**config.mk**
```make
export PLATFORM = sky130hd
export DESIGN_NAME = front_panel_top
export DESIGN_NICKNAME = d
export VERILOG_FILES = /design/src/logic/board_pkg.sv /design/src/logic/key_debouncer.sv /design/src/logic/reset_sequencer.sv /design/src/logic/run_counter.sv /design/src/logic/hex_display.sv /design/src/logic/front_panel_top.sv
export SDC_FILE = /design/constraint.sdc
export NUM_CORES = 1
export LEC_CHECK = 0
export BUFFER_PORTS_ARGS = -buffer_cell sky130_fd_sc_hd__buf_2
export CAP_MARGIN = 20
export CELL_PAD_IN_SITES_DETAIL_PLACEMENT = 0
export CELL_PAD_IN_SITES_GLOBAL_PLACEMENT = 1
export CORE_MARGIN = 4
export CORE_UTILIZATION = 30
export CTS_BUF_LIST = sky130_fd_sc_hd__clkbuf_4 sky130_fd_sc_hd__clkbuf_8
export DETAILED_ROUTE_END_ITERATION = 16
export GPL_ROUTABILITY_DRIVEN = 0
export PLACE_DENSITY_LB_ADDON = 0.25
export SYNTH_ARGS = -nofsm -noshare
export SYNTH_HDL_FRONTEND = slang
export SYNTH_SLANG_ARGS = --single-unit
```
**constraint.sdc**
```tcl
create_clock -name clk -period 2.6 [get_ports clk]
set_input_delay 0 -clock clk [delete_from_list [all_inputs] [get_ports clk]]
set_output_delay 0 -clock clk [all_outputs]
set_load 0.05 [all_outputs]
```
**src/logic/board_pkg.sv**
```systemverilog
// ========================================
// Front-panel constants and types
// Keys are active low on the board
// Segment patterns are active low, bit 0 is segment a
// ========================================
`default_nettype none

package board_pkg;

  // Key map
  localparam int unsigned NUM_KEYS  = 4;
  localparam int unsigned KEY_GO    = 0;
  localparam int unsigned KEY_CLEAR = 1;
  localparam int unsigned KEY_RESET = 3;

  // Display types
  localparam int unsigned SEG_W = 7;

  typedef logic [SEG_W-1:0] seg_t;
  typedef logic [3:0]       bcd_t;

  // Digits 0 to 9, segments gfedcba
  localparam seg_t SEG_TABLE [0:9] = '{
    7'h40, 7'h79, 7'h24, 7'h30, 7'h19,
    7'h12, 7'h02, 7'h78, 7'h00, 7'h10
  };

endpackage : board_pkg

`default_nettype wire

```
**src/logic/key_debouncer.sv**
```systemverilog
// ========================================
// Debouncer for one push button
// Input is asynchronous, released level is 1
// A new level is taken after DEBOUNCE_CYCLES stable cycles
// Pulses are one cycle, aligned with the change of out
// ========================================
`timescale 1ns/100ps
`default_nettype none

module key_debouncer #(
  parameter int unsigned DEBOUNCE_CYCLES = 1000
) (
  input  logic clk,
  input  logic rst,
  input  logic in,
  output logic out,
  output logic edj,
  output logic rise,
  output logic fall
);

  localparam int unsigned CNT_W = $clog2(DEBOUNCE_CYCLES + 1);

  logic             sync_meta;
  logic             sync;
  logic [CNT_W-1:0] stable_cnt;

  // ========================================
  // Two-flop synchronizer
  // ========================================
  always_ff @(posedge clk) begin
    if (rst) begin
      sync_meta <= 1'b1;
      sync      <= 1'b1;
    end else begin
      sync_meta <= in;
      sync      <= sync_meta;
    end
  end

  // ========================================
  // Stability counter and accepted level
  // ========================================
  always_ff @(posedge clk) begin
    if (rst) begin
      stable_cnt <= '0;
      out        <= 1'b1;
      edj        <= 1'b0;
      rise       <= 1'b0;
      fall       <= 1'b0;
    end else begin
      edj  <= 1'b0;
      rise <= 1'b0;
      fall <= 1'b0;
      if (sync == out) begin
        // Input agrees with level, any bounce is forgotten
        stable_cnt <= '0;
      end else if (stable_cnt == CNT_W'(DEBOUNCE_CYCLES - 1)) begin
        stable_cnt <= '0;
        out        <= sync;
        edj        <= 1'b1;
        rise       <= sync;
        fall       <= ~sync;
      end else begin
        stable_cnt <= stable_cnt + 1'b1;
      end
    end
  end

endmodule : key_debouncer

`default_nettype wire

```
**src/logic/reset_sequencer.sv**
```systemverilog
// ========================================
// System reset generation
// sys_rst is high while any cause is present
// and for RESET_HOLD cycles after the last one clears
// pll_locked is treated as asynchronous
// ========================================
`timescale 1ns/100ps
`default_nettype none

module reset_sequencer #(
  parameter int unsigned RESET_HOLD = 16
) (
  input  logic clk,
  input  logic rst,
  input  logic reset_key_n,
  input  logic pll_locked,
  output logic sys_rst
);

  localparam int unsigned CNT_W = $clog2(RESET_HOLD + 1);

  logic             lock_meta;
  logic             lock_sync;
  logic             reset_cause;
  logic [CNT_W-1:0] hold_cnt;

  // Lock flag into the clk domain
  always_ff @(posedge clk) begin
    if (rst) begin
      lock_meta <= 1'b0;
      lock_sync <= 1'b0;
    end else begin
      lock_meta <= pll_locked;
      lock_sync <= lock_meta;
    end
  end

  assign reset_cause = rst | ~reset_key_n | ~lock_sync;

  // Hold counter restarts on every cause
  always_ff @(posedge clk) begin
    if (reset_cause) begin
      hold_cnt <= '0;
      sys_rst  <= 1'b1;
    end else if (sys_rst) begin
      hold_cnt <= hold_cnt + 1'b1;
      if (hold_cnt == CNT_W'(RESET_HOLD - 1)) begin
        sys_rst <= 1'b0;
      end
    end
  end

endmodule : reset_sequencer

`default_nettype wire

```
**src/logic/run_counter.sv**
```systemverilog
// ========================================
// Decimal run counter
// One increment per go strobe, clear wins over go
// Wraps from all nines to zero
// ========================================
`timescale 1ns/100ps
`default_nettype none

module run_counter #(
  parameter int unsigned HEX_DIGITS = 6
) (
  input  logic                             clk,
  input  logic                             sys_rst,
  input  logic                             go,
  input  logic                             clear,
  output board_pkg::bcd_t [HEX_DIGITS-1:0] digits
);

  import board_pkg::*;

  bcd_t [HEX_DIGITS-1:0] digits_inc;
  // carry[i] is the carry into digit i
  logic [HEX_DIGITS:0]   carry;

  // ========================================
  // Carry chain for digits + 1
  // ========================================
  always_comb begin
    carry[0] = 1'b1;
    for (int i = 0; i < HEX_DIGITS; i++) begin
      if (!carry[i]) begin
        digits_inc[i] = digits[i];
        carry[i+1]    = 1'b0;
      end else if (digits[i] == bcd_t'(9)) begin
        digits_inc[i] = '0;
        carry[i+1]    = 1'b1;
      end else begin
        digits_inc[i] = digits[i] + 1'b1;
        carry[i+1]    = 1'b0;
      end
    end
  end

  // ========================================
  // Count register
  // ========================================
  always_ff @(posedge clk) begin
    if (sys_rst) begin
      digits <= '0;
    end else if (clear) begin
      digits <= '0;
    end else if (go) begin
      // Carry out of the top digit is dropped, giving the wrap
      digits <= digits_inc;
    end
  end

endmodule : run_counter

`default_nettype wire

```
**src/logic/hex_display.sv**
```systemverilog
// ========================================
// BCD to seven-segment decoder
// Outputs are active low
// Codes above 9 blank the digit
// ========================================
`timescale 1ns/100ps
`default_nettype none

module hex_display #(
  parameter int unsigned HEX_DIGITS = 6
) (
  input  board_pkg::bcd_t [HEX_DIGITS-1:0] digits,
  output board_pkg::seg_t [HEX_DIGITS-1:0] hex
);

  import board_pkg::*;

  always_comb begin
    for (int i = 0; i < HEX_DIGITS; i++) begin
      if (digits[i] <= bcd_t'(9)) begin
        hex[i] = SEG_TABLE[digits[i]];
      end else begin
        // All segments off
        hex[i] = '1;
      end
    end
  end

endmodule : hex_display

`default_nettype wire

```
**src/logic/front_panel_top.sv**
```systemverilog
// ========================================
// Front-panel control top level
// clk is the PLL output, pll_locked its lock flag
// Keys are active low, hex outputs active low
// led[0] is run, led[4:1] show pressed keys
// ========================================
`timescale 1ns/100ps
`default_nettype none

module front_panel_top #(
  parameter int unsigned DEBOUNCE_CYCLES = 1000,
  parameter int unsigned RESET_HOLD      = 16,
  parameter int unsigned HEX_DIGITS      = 6
) (
  input  logic                              clk,
  input  logic                              rst,
  input  logic                              pll_locked,
  input  logic [board_pkg::NUM_KEYS-1:0]    key,
  output board_pkg::seg_t [HEX_DIGITS-1:0]  hex,
  output logic [4:0]                        led
);

  import board_pkg::*;

  // Debounced key signals
  logic [NUM_KEYS-1:0]   key_level;
  logic [NUM_KEYS-1:0]   key_edge;
  logic [NUM_KEYS-1:0]   key_rise;
  logic [NUM_KEYS-1:0]   key_fall;

  logic                  sys_rst;
  logic                  go;
  logic                  clear;
  bcd_t [HEX_DIGITS-1:0] digits;

  // ========================================
  // One debouncer per key
  // ========================================
  genvar dbc_idx;
  generate
    for (dbc_idx = 0; dbc_idx < NUM_KEYS; dbc_idx++) begin : debouncer_gen_loop
      key_debouncer #(
        .DEBOUNCE_CYCLES (DEBOUNCE_CYCLES)
      ) u_dbc (
        .clk  (clk),
        .rst  (rst),
        .in   (key[dbc_idx]),
        .out  (key_level[dbc_idx]),
        .edj  (key_edge[dbc_idx]),
        .rise (key_rise[dbc_idx]),
        .fall (key_fall[dbc_idx])
      );
    end
  endgenerate

  // Press is a falling level
  assign go    = key_fall[KEY_GO];
  assign clear = key_fall[KEY_CLEAR];

  // ========================================
  // Reset, count and display
  // ========================================
  reset_sequencer #(
    .RESET_HOLD (RESET_HOLD)
  ) u_reset_seq (
    .clk         (clk),
    .rst         (rst),
    .reset_key_n (key_level[KEY_RESET]),
    .pll_locked  (pll_locked),
    .sys_rst     (sys_rst)
  );

  run_counter #(
    .HEX_DIGITS (HEX_DIGITS)
  ) u_run_counter (
    .clk     (clk),
    .sys_rst (sys_rst),
    .go      (go),
    .clear   (clear),
    .digits  (digits)
  );

  hex_display #(
    .HEX_DIGITS (HEX_DIGITS)
  ) u_hex_display (
    .digits (digits),
    .hex    (hex)
  );

  // Status LEDs, 1 means lit
  assign led[0]   = ~sys_rst;
  assign led[4:1] = ~key_level;

endmodule : front_panel_top

`default_nettype wire

```
* Yosys cells after proc, flatten, opt, wreduce, memory -nomap -nowiden
Memories as Yosys holds them, arrays and structs flattened.
Index checks and enable logic that the tools add are counted.
** Word-level totals
- Logic and storage cells :: 143
- Output and inout bits :: 47
- Register bits :: 86
- Memories kept :: 6
- Memory bits (read-only) :: 672
- Latch bits :: 0
- Memory bits (writable) :: 0
** Memories
- (name not given) :: words 16, bits a word 7, rd ports 1, clocked after memory_dff 0, wr ports 0, RTL line hex_display.sv:21 : hex[i] = SEG_TABLE[digits[i]];
- (name not given) :: words 16, bits a word 7, rd ports 1, clocked after memory_dff 0, wr ports 0, RTL line hex_display.sv:21
- (name not given) :: words 16, bits a word 7, rd ports 1, clocked after memory_dff 0, wr ports 0, RTL line hex_display.sv:21
- (name not given) :: words 16, bits a word 7, rd ports 1, clocked after memory_dff 0, wr ports 0, RTL line hex_display.sv:21
- (name not given) :: words 16, bits a word 7, rd ports 1, clocked after memory_dff 0, wr ports 0, RTL line hex_display.sv:21
- (name not given) :: words 16, bits a word 7, rd ports 1, clocked after memory_dff 0, wr ports 0, RTL line hex_display.sv:21
** Operators by class
- Bitwise operators :: 20
- Shift operators :: 0
- Multiplexer cells :: 35
- $lt $le $gt $ge :: 12
- Multipliers :: 0
- $add $sub $neg :: 11
- Divide/modulo/power cells :: 0
- Reductions and logical operators :: 16
- Eq/ne operators :: 15
** Operator list (count)
- 7-bit two-way mux :: 18
- 10-bit by 1-bit adder with 10-bit output (second input constant) :: 4
- 10-bit == test (second input constant) :: 4
- 5-bit >= comparator (second input constant) :: 6
- 4-bit inverter with 5-bit output :: 6
- 4-bit by 1-bit adder with 4-bit output (second input constant) :: 6
- 4-bit == test (second input constant) :: 6
- 4-bit <= comparator (second input constant) :: 6
- 4-bit two-way mux :: 6
- 2-bit AND reduction :: 9
- 3-bit OR reduction :: 6
- 1-bit two-way mux :: 11
- 1-bit inverter :: 11
- 5-bit by 1-bit adder with 5-bit output (second input constant) :: 1
- 5-bit by 4-bit == test with 1-bit output (second input constant) :: 1
- 1-bit == test :: 4
- 4-bit inverter :: 1
- 1-bit bitwise OR :: 2
- 2-bit OR reduction :: 1

* Longest topological paths before layout
Gate-level depths: netlist of the first run.
- Word-level depth :: 7
- Mapped depth :: 7
- Depth with buffers taken out :: 6

* Hierarchy
A second synthesis of the first run with hierarchy kept.
** Second synthesis, totals
- Cells, all modules :: 630
- Area, all modules :: 5534.1 sq um
** By module, submodules not included
- key_debouncer :: area an instance 660.6 sq um, cells an instance 66, seq. area each 320.3 sq um, instances 4
- hex_display :: area an instance 1252.5 sq um, cells an instance 180, seq. area each 0.0 sq um, instances 1
- run_counter :: area an instance 1248.7 sq um, cells an instance 150, seq. area each 480.5 sq um, instances 1
- reset_sequencer :: area an instance 371.6 sq um, cells an instance 31, seq. area each 160.2 sq um, instances 1
- front_panel_top :: area an instance 18.8 sq um, cells an instance 5, seq. area each 0.0 sq um, instances 1

* Worst setup path after synthesis of the first run
OpenSTA, ideal clock, no wires.
- Path kind :: register to output
- Start :: register u_run_counter.digits[0] (netlist name)
- End :: output hex[3] (netlist name)
- Cell stages (with the launch flop) :: 4
- Path buffers :: 0
- Setup slack :: 0.677 ns
- Arrival :: 1.923 ns
- Data required time :: 2.600 ns
- Path through :: dfxtp_1 > inv_1 > ha_1 > o21ai_0
** RTL lines
- from (decl) :: RTL line run_counter.sv:16 : output board_pkg::bcd_t [HEX_DIGITS-1:0] digits
- from (signal assigned) :: RTL line run_counter.sv:54 : digits <= digits_inc;
- to (decl) :: RTL line front_panel_top.sv:19 : output board_pkg::seg_t [HEX_DIGITS-1:0] hex,

* Worst setup path after layout of the first run
- Start :: register u_run_counter.digits[0] (netlist name)
- End :: register u_run_counter.digits[20] (netlist name)
** On the way
- Cells in the longest elaborated chain, start to end :: 7
** Ends and longest elaborated chain
- 4-bit == test :: RTL line run_counter.sv:34 : end else if (digits[i] == bcd_t'(9)) begin
- 1-bit two-way mux :: RTL line run_counter.sv:34
- 1-bit two-way mux (4 in a row) :: RTL line run_counter.sv:31 : if (!carry[i]) begin
- 2-bit AND reduction (no source line)
No other way between the ends.
A chain may end at the register's enable or synchronous reset.

==> results of run 1 <==
==> worst paths after layout <==
check,end,slack (ns)
worst max-delay path,u_run_counter.digits[20],0.48
worst min-delay path,debouncer_gen_loop[1].u_dbc.sync_meta,0.35
worst max register to register,u_run_counter.digits[20],0.48
worst min register to register,debouncer_gen_loop[3].u_dbc.sync,0.41
==> cell families (layout without fill, tap and decap cells) <==
kind of cell | Yosys count | count (layout)
buffers and inverters | 53 | 112
flip-flops | 86 | 86
AND/OR/NAND/NOR | 249 | 249
adder cells (fa/ha/maj) | 36 | 36
XOR/XNOR | 44 | 44
multiplexers | 4 | 4
AO/OA/AOI/OAI | 112 | 112
==> flip-flops by register name, indices dropped and copies added, names as in the netlist <==
register	cells
debouncer_gen_loop.u_dbc.sync_meta	4
debouncer_gen_loop.u_dbc.stable_cnt	40
u_run_counter.digits	24
u_reset_seq.lock_meta	1
debouncer_gen_loop.u_dbc.out	4
u_reset_seq.hold_cnt	5
u_reset_seq.sys_rst	1
debouncer_gen_loop.u_dbc.sync	4
u_reset_seq.lock_sync	1
debouncer_gen_loop.u_dbc.fall	2
==> tightest hold or removal path: cells and delay by family <==
kind / cells / cell delay [ns]
buffers and inverters: 2 / 0.61
AND/OR/NAND/NOR: 1 / 0.08
==> metal layers <==
metal | up-vias | GRT usage [%] | wire (um) | part of all wire, %
li1 | 2092 | - | - | -
met1 | 1795 | 13.6 | 4660 | 48
met2 | 58 | 18.6 | 4450 | 46
met3 | 10 | 3.44 | 431 | 4.5
met4 | 0 | 3.26 | 132 | 1.4
met5 | - | 0 | 0 | 0
==> layout make-up <==
class / count / area, um2 / share of cell area, %
Clock buffer: 12 / 159 / 2.90
Inverter: 30 / 113 / 2.06
Clock inverter: 4 / 55.1 / 1.01
Tap cell: 211 / 264 / 4.82
Timing Repair Buffer: 66 / 380 / 6.95
Multi-Input combinational cell: 445 / 2780 / 50.8
Sequential cell: 86 / 1720 / 31.5
==> power breakdown <==
group	switching (mW)	leakage, nW	total, mW	internal (mW)
sequential	0.00448	0.695	1.33	1.33
clock	0.480	0.106	0.991	0.511
combinational	0.0149	1.34	0.0343	0.0193
==> Yosys cell counts (all sizes together), types with 7 or more instances <==
| cell type | count | area share [%] |
|---|---|---|
| xnor2 | 26 | 4.8 |
| nor3 | 18 | 2.0 |
| nor2 | 94 | 7.5 |
| nand4 | 13 | 1.7 |
| ha | 36 | 9.6 |
| dfxtp | 86 | 37 |
| o21ai | 15 | 1.6 |
| xor2 | 18 | 3.3 |
| a21oi | 66 | 7.0 |
| nand3 | 16 | 1.7 |
| nand2b | 17 | 2.3 |
| buf | 7 | 0.80 |
| inv | 30 | 2.4 |
| clkbuf | 16 | 1.3 |
| nand2 | 49 | 3.9 |
| or2 | 9 | 1.2 |
==> run summary, run 1 <==
Run status: completed
Cts repair resizes: 0
First-pass GRT wire length: 16.6 mm
Crit. path cell count: 5
Post-synth EDFFs: 0
Vias in the first global route: 3690
Actual slew at the worst max-slew pin: 0.473 ns
Synth Area in Compound Gates: 13.9%
Worst EP arrival: 2.37 ns
VDD IR-drop max: 0.345 mV
Commonest non-fill, non-tap cell in the layout: nor2_1
Hold Slack: 0.354 ns
Pre-CTS WS: 0.478 ns
Final Util: 35.7%
Drt wl/cell: 11.3 um
CP endpoint kind: register
Syn-to-layout area delta: 16.1%
Sequential-to-total area share from yosys stat: 36.5%
Buffers & Inverters on Critical Path: 0
Antenna violations before repair: 0
Max_cap viols: 0
Core area: 15300 um2
Largest family of logic cells by synthesized area: simple AND/OR/NAND/NOR gates
Pin count of the biggest net entering global routing: 22
DRC Markers: 0
Vias per cell: 4.63
Final setup vio count: 0
Total Power: 2.36 mW
GR Util All Layers: 11.1%
Crit path max-delay family: simple AND/OR/NAND/NOR gates
# nets final: 681
HP Start: key[1]
Worst path cell trace: ha_1, nand4b_4, or4_4, o21ai_0, a21oi_1
Static leakage: 2.14 nW
Fill cells: 1641
Post-route worst setup slack: 0.476 ns
Yosys warning count: 0
HP Class: input pin to register
Vias: 3955
Die Wd: 133 um
Cells after DPL: 831
Post-Syn Nets: 627
Max-slew headroom: 68.2%
Worst-path clk slew: 0.09 ns
Critical-path top delay cell: or4_4
Critical path required time: 2.85 ns
Total global routing overflow: 0
ANT nets after route: 0
# diodes: 0
Post-DP HPWL: 7.17 mm
Drt pass-1 iters: 4
Pins Over Slew Limit: 0
Yosys reg bits: 86
Clk sinks: 86
DRT Wirelength: 9.68 mm
FF-to-FF path depth: 5
Crit-path max FO: 14
CTS tree: built
Syn Inst Count: 584
Final Critical Period: 2.12 ns
Setup TNS: 0 ns
Clock Skews: 0.00942 ns
# rows: 45
Total CTS buffers: 9
Hold Path Depth: 3
Critical R2R Launch: u_run_counter.digits[0]
Post-cts hold buffer count: 7
Crit path launch: u_run_counter.digits[0]
Io pins: 54
Final Cycle Share: 81.7%
Main flop type after synthesis: dfxtp_1
Post-Layout Cell Count: 854
Die ar.: 17800 um2
Share of cells above drive strength 1: 14.2%
Mux cell area share after synthesis: 0.849%
Fin. Hold Viols: 0
Fmax: 0.471 GHz
Slowest Stage Delay on Critical Path: 0.64 ns
Syn avg cell area: 8.07 um2
RSZ-0062 raised after global routing: false
Crit Path Category: register to register
Setup crit start kind: register
Cell Pwr Density: 430 nW/um2
Post-synthesis adder-cell area fraction: 9.56%
Initial core utilization: 30.8%
Design area: 5470 um2
Clock Latency Late Sink: 0.36 ns
Post-synth ARST share: 0%
Synth Area in XOR/XNOR: 8.18%
Post-CTS Setup Inserts: 0
Synth cell types: 53
Simple-Gate Fraction of Synth Area: 26.5%
Most frequent cells in the layout: 94 x nor2_1, 86 x dfxtp_1, 66 x a21oi_1
Cell area after synthesis: 4710 um2
Post-Place Cell Area: 5190 um2
H-tree levels: 3
DR iter-0 viols: 121
Port bufs: 53
CTS Buffer Depth: 2
CTS Root Cell: clkbuf_8
DIE HEIGHT: 133 um
No activity file was read; power rests on OpenSTA's default activity.
==> run 2: changes to the inputs <==
Settings changed: ABC_AREA from default to 1.
Clock period 2.6 ns to 2 ns, I/O delays scaled along.
==> run 2 against run 1 <==
Non-clock buffer count fell by 4. Die area rose by 0.29%. First-iteration DRC count rose by 31%. Core utilization rose by 0.80 points. Clock skew fell by 0.0025 ns.
==> run summary, run 2 <==
Hold Slack: 0.349 ns
Most frequent cells in the layout: 126 x nand2_1, 82 x inv_1, 81 x dfxtp_1
Max reg flops: 40
Clk sinks: 86
CTS Root Cell: clkbuf_8
Setup crit start kind: register
Int Pwr: 2.21 mW
CTS tree: built
Final Util: 36.5%
Die ar.: 17800 um2
Clock Latency Late Sink: 0.36 ns
Fill cells: 1663
Slowest Stage Delay on Critical Path: 0.36 ns
Core area: 15300 um2
# nets final: 780
Post-Syn Nets: 712
CTS Buffer Depth: 2
Area of the multi-input gates: 2690 um2
Total CTS buffers: 9
Share of cells above drive strength 1: 15.7%
Net Sw Power: 627 uW
List of most frequent post-synthesis cells: 126 x nand2_1, 86 x dfxtp_1, 82 x inv_1
HP Class: input pin to register
Synth top area share: 36.4%
VDD IR-drop max: 0.305 mV
Drt pass-1 iters: 5
Final setup vio count: 0
Cell area after synthesis: 4730 um2
Final Critical Period: 1.86 ns
Die Wd: 134 um
Syn Inst Count: 669
H-tree levels: 3
Max_cap viols: 0
Cells after DPL: 930
Initial core utilization: 30.9%
Crit-path max FO: 7
Vias per cell: 4.56
Cell Pwr Density: 508 nW/um2
First-pass GRT wire length: 17.8 mm
Main flop type after synthesis: dfxtp_1
Vias: 4339
DIE HEIGHT: 134 um
DRT Wirelength: 10.5 mm
Io pins: 54
Post-Layout Cell Count: 951
Worst path cell trace: inv_1, ha_1, nand2_1, clkinv_1, nand2_4, nand3_4, o21ai_0, clkbuf_4
Syn-to-layout area delta: 18.3%
Drt wl/cell: 11.0 um
Biggest regs: debouncer_gen_loop.u_dbc.stable_cnt (40), u_run_counter.digits (24), u_reset_seq.hold_cnt (5)
Buffers & Inverters on Critical Path: 3
ANT nets after route: 0
Crit Path Category: register to output pin
Post-CTS Setup Inserts: 0
# diodes: 0
Final Cycle Share: 92.9%
DRC Markers: 0
Fin. Hold Viols: 0
Max-slew headroom: 72.0%
Reg area: 1730 um2
Pins Over Slew Limit: 0
DR iter-0 viols: 158
Total global routing overflow: 0
Post-DP HPWL: 8.08 mm
GR Util All Layers: 12.0%
CP endpoint kind: output pin
Top cells by area, synth: dfxtp_1 36%, nand2_1 10%, ha_1 9.5%
Worst-path clk slew: 0.08 ns
Critical-path top delay cell: dfxtp_2
Sequential-to-total area share from yosys stat: 36.4%
Fmax: 0.538 GHz
Static leakage: 2.36 nW
Pin count of the biggest net entering global routing: 16
# rows: 45
Critical path required time: 2.00 ns
Port bufs: 53
Commonest non-fill, non-tap cell in the layout: nand2_1
Clk pwr share: 37.5%
Antenna violations before repair: 0
Run status: completed
Setup TNS: 0 ns
Part of the power in combinational logic: 1.7%
Post-synth EDFFs: 0
Sw frac: 22.1%
Leading area contributor after synthesis: dfxtp_1
Crit path max-delay family: buffers and inverters
Actual slew at the worst max-slew pin: 0.416 ns
Clock Skews: 0.00687 ns
Yosys warning count: 0
Synth cell types: 33
Vias in the first global route: 3962
Most common cell in the synthesized netlist: nand2_1
Total Power: 2.84 mW
Worst EP arrival: 1.86 ns
Register share of total power: 60.9%
Most flops, register: debouncer_gen_loop.u_dbc.stable_cnt
Yosys reg bits: 86
Syn avg cell area: 7.07 um2
Post-synth ARST share: 0%
run 2: cell families after synthesis:
| kind of cell | share of synthesized area [%] |
|---|---|
| XOR/XNOR | 1.67 |
| AND/OR/NAND/NOR | 31.6 |
| flip-flops | 36.4 |
| adder cells (fa/ha/maj) | 9.53 |
| buffers and inverters | 7.94 |
| AO/OA/AOI/OAI | 12.8 |
run 2: power groups by stage:
| stage | combinational [mW] | clock [mW] | sequential [mW] |
|---|---|---|---|
| 6_report | 0.0471 | 1.06 | 1.73 |
| 5_1_grt | 0.0536 | 1.20 | 1.73 |
| 4_1_cts | 0.0482 | 1.13 | 1.73 |
| 3_5_place_dp | 0.0380 | 0 | 1.77 |
| 3_3_place_gp | 0.0371 | 0 | 1.77 |
| 2_1_floorplan | 0.0232 | 0 | 1.77 |
run 2: what timing repair did:
| action | 4_1_cts | 5_1_grt |
|---|---|---|
| hold buffers | 7 | 0 |
| pin swaps | 0 | 0 |
| endpoints found under the hold margin | 9 | 0 |
| gates resized for setup | 14 | 25 |
| setup endpoints to repair | 15 | 34 |
run 2: cell type report:
cell class,instances,area share [%]
tap,211,4.72
sequential,86,30.9
multi-input combinational,484,48.1
clock inverter,4,0.447
inverter,94,6.31
timing repair buffer,62,7.13
clock buffer,10,2.46
run 2: final timing paths:
kind	start	endpoint	slack, ns	cells past startpoint
worst min register to register	u_reset_seq.lock_meta	u_reset_seq.lock_sync	0.41	2
worst max-delay path	u_run_counter.digits[5]	hex[8]	0.14	8
worst min-delay path	key[3]	debouncer_gen_loop[3].u_dbc.sync_meta	0.35	3
worst max register to register	debouncer_gen_loop[0].u_dbc.stable_cnt[0]	debouncer_gen_loop[0].u_dbc.stable_cnt[6]	0.38	6
run 2: tightest hold or removal path, stage by stage:
cell and delay [ns]:
dlygate4sd3_1 0.51, buf_2 0.09, or2_2 0.08
run 2: metrics by stage:
step,area [um2],setup slack (ns)
after detailed placement,5250,0.201
after CTS,5530,0.00341
after global placement,5250,0.300
after floorplan,4730,0.0148
final,5600,0.141
after global routing,5600,-0.00933
run 2: routing by layer:
layer  wire, um  share of wire (%)  global-route usage [%]
met2       4730                 45                    19.2
met4        209                2.0                    5.77
met1       5120                 49                    15.1
met5          0                  0                       0
met3        427                4.1                    2.95
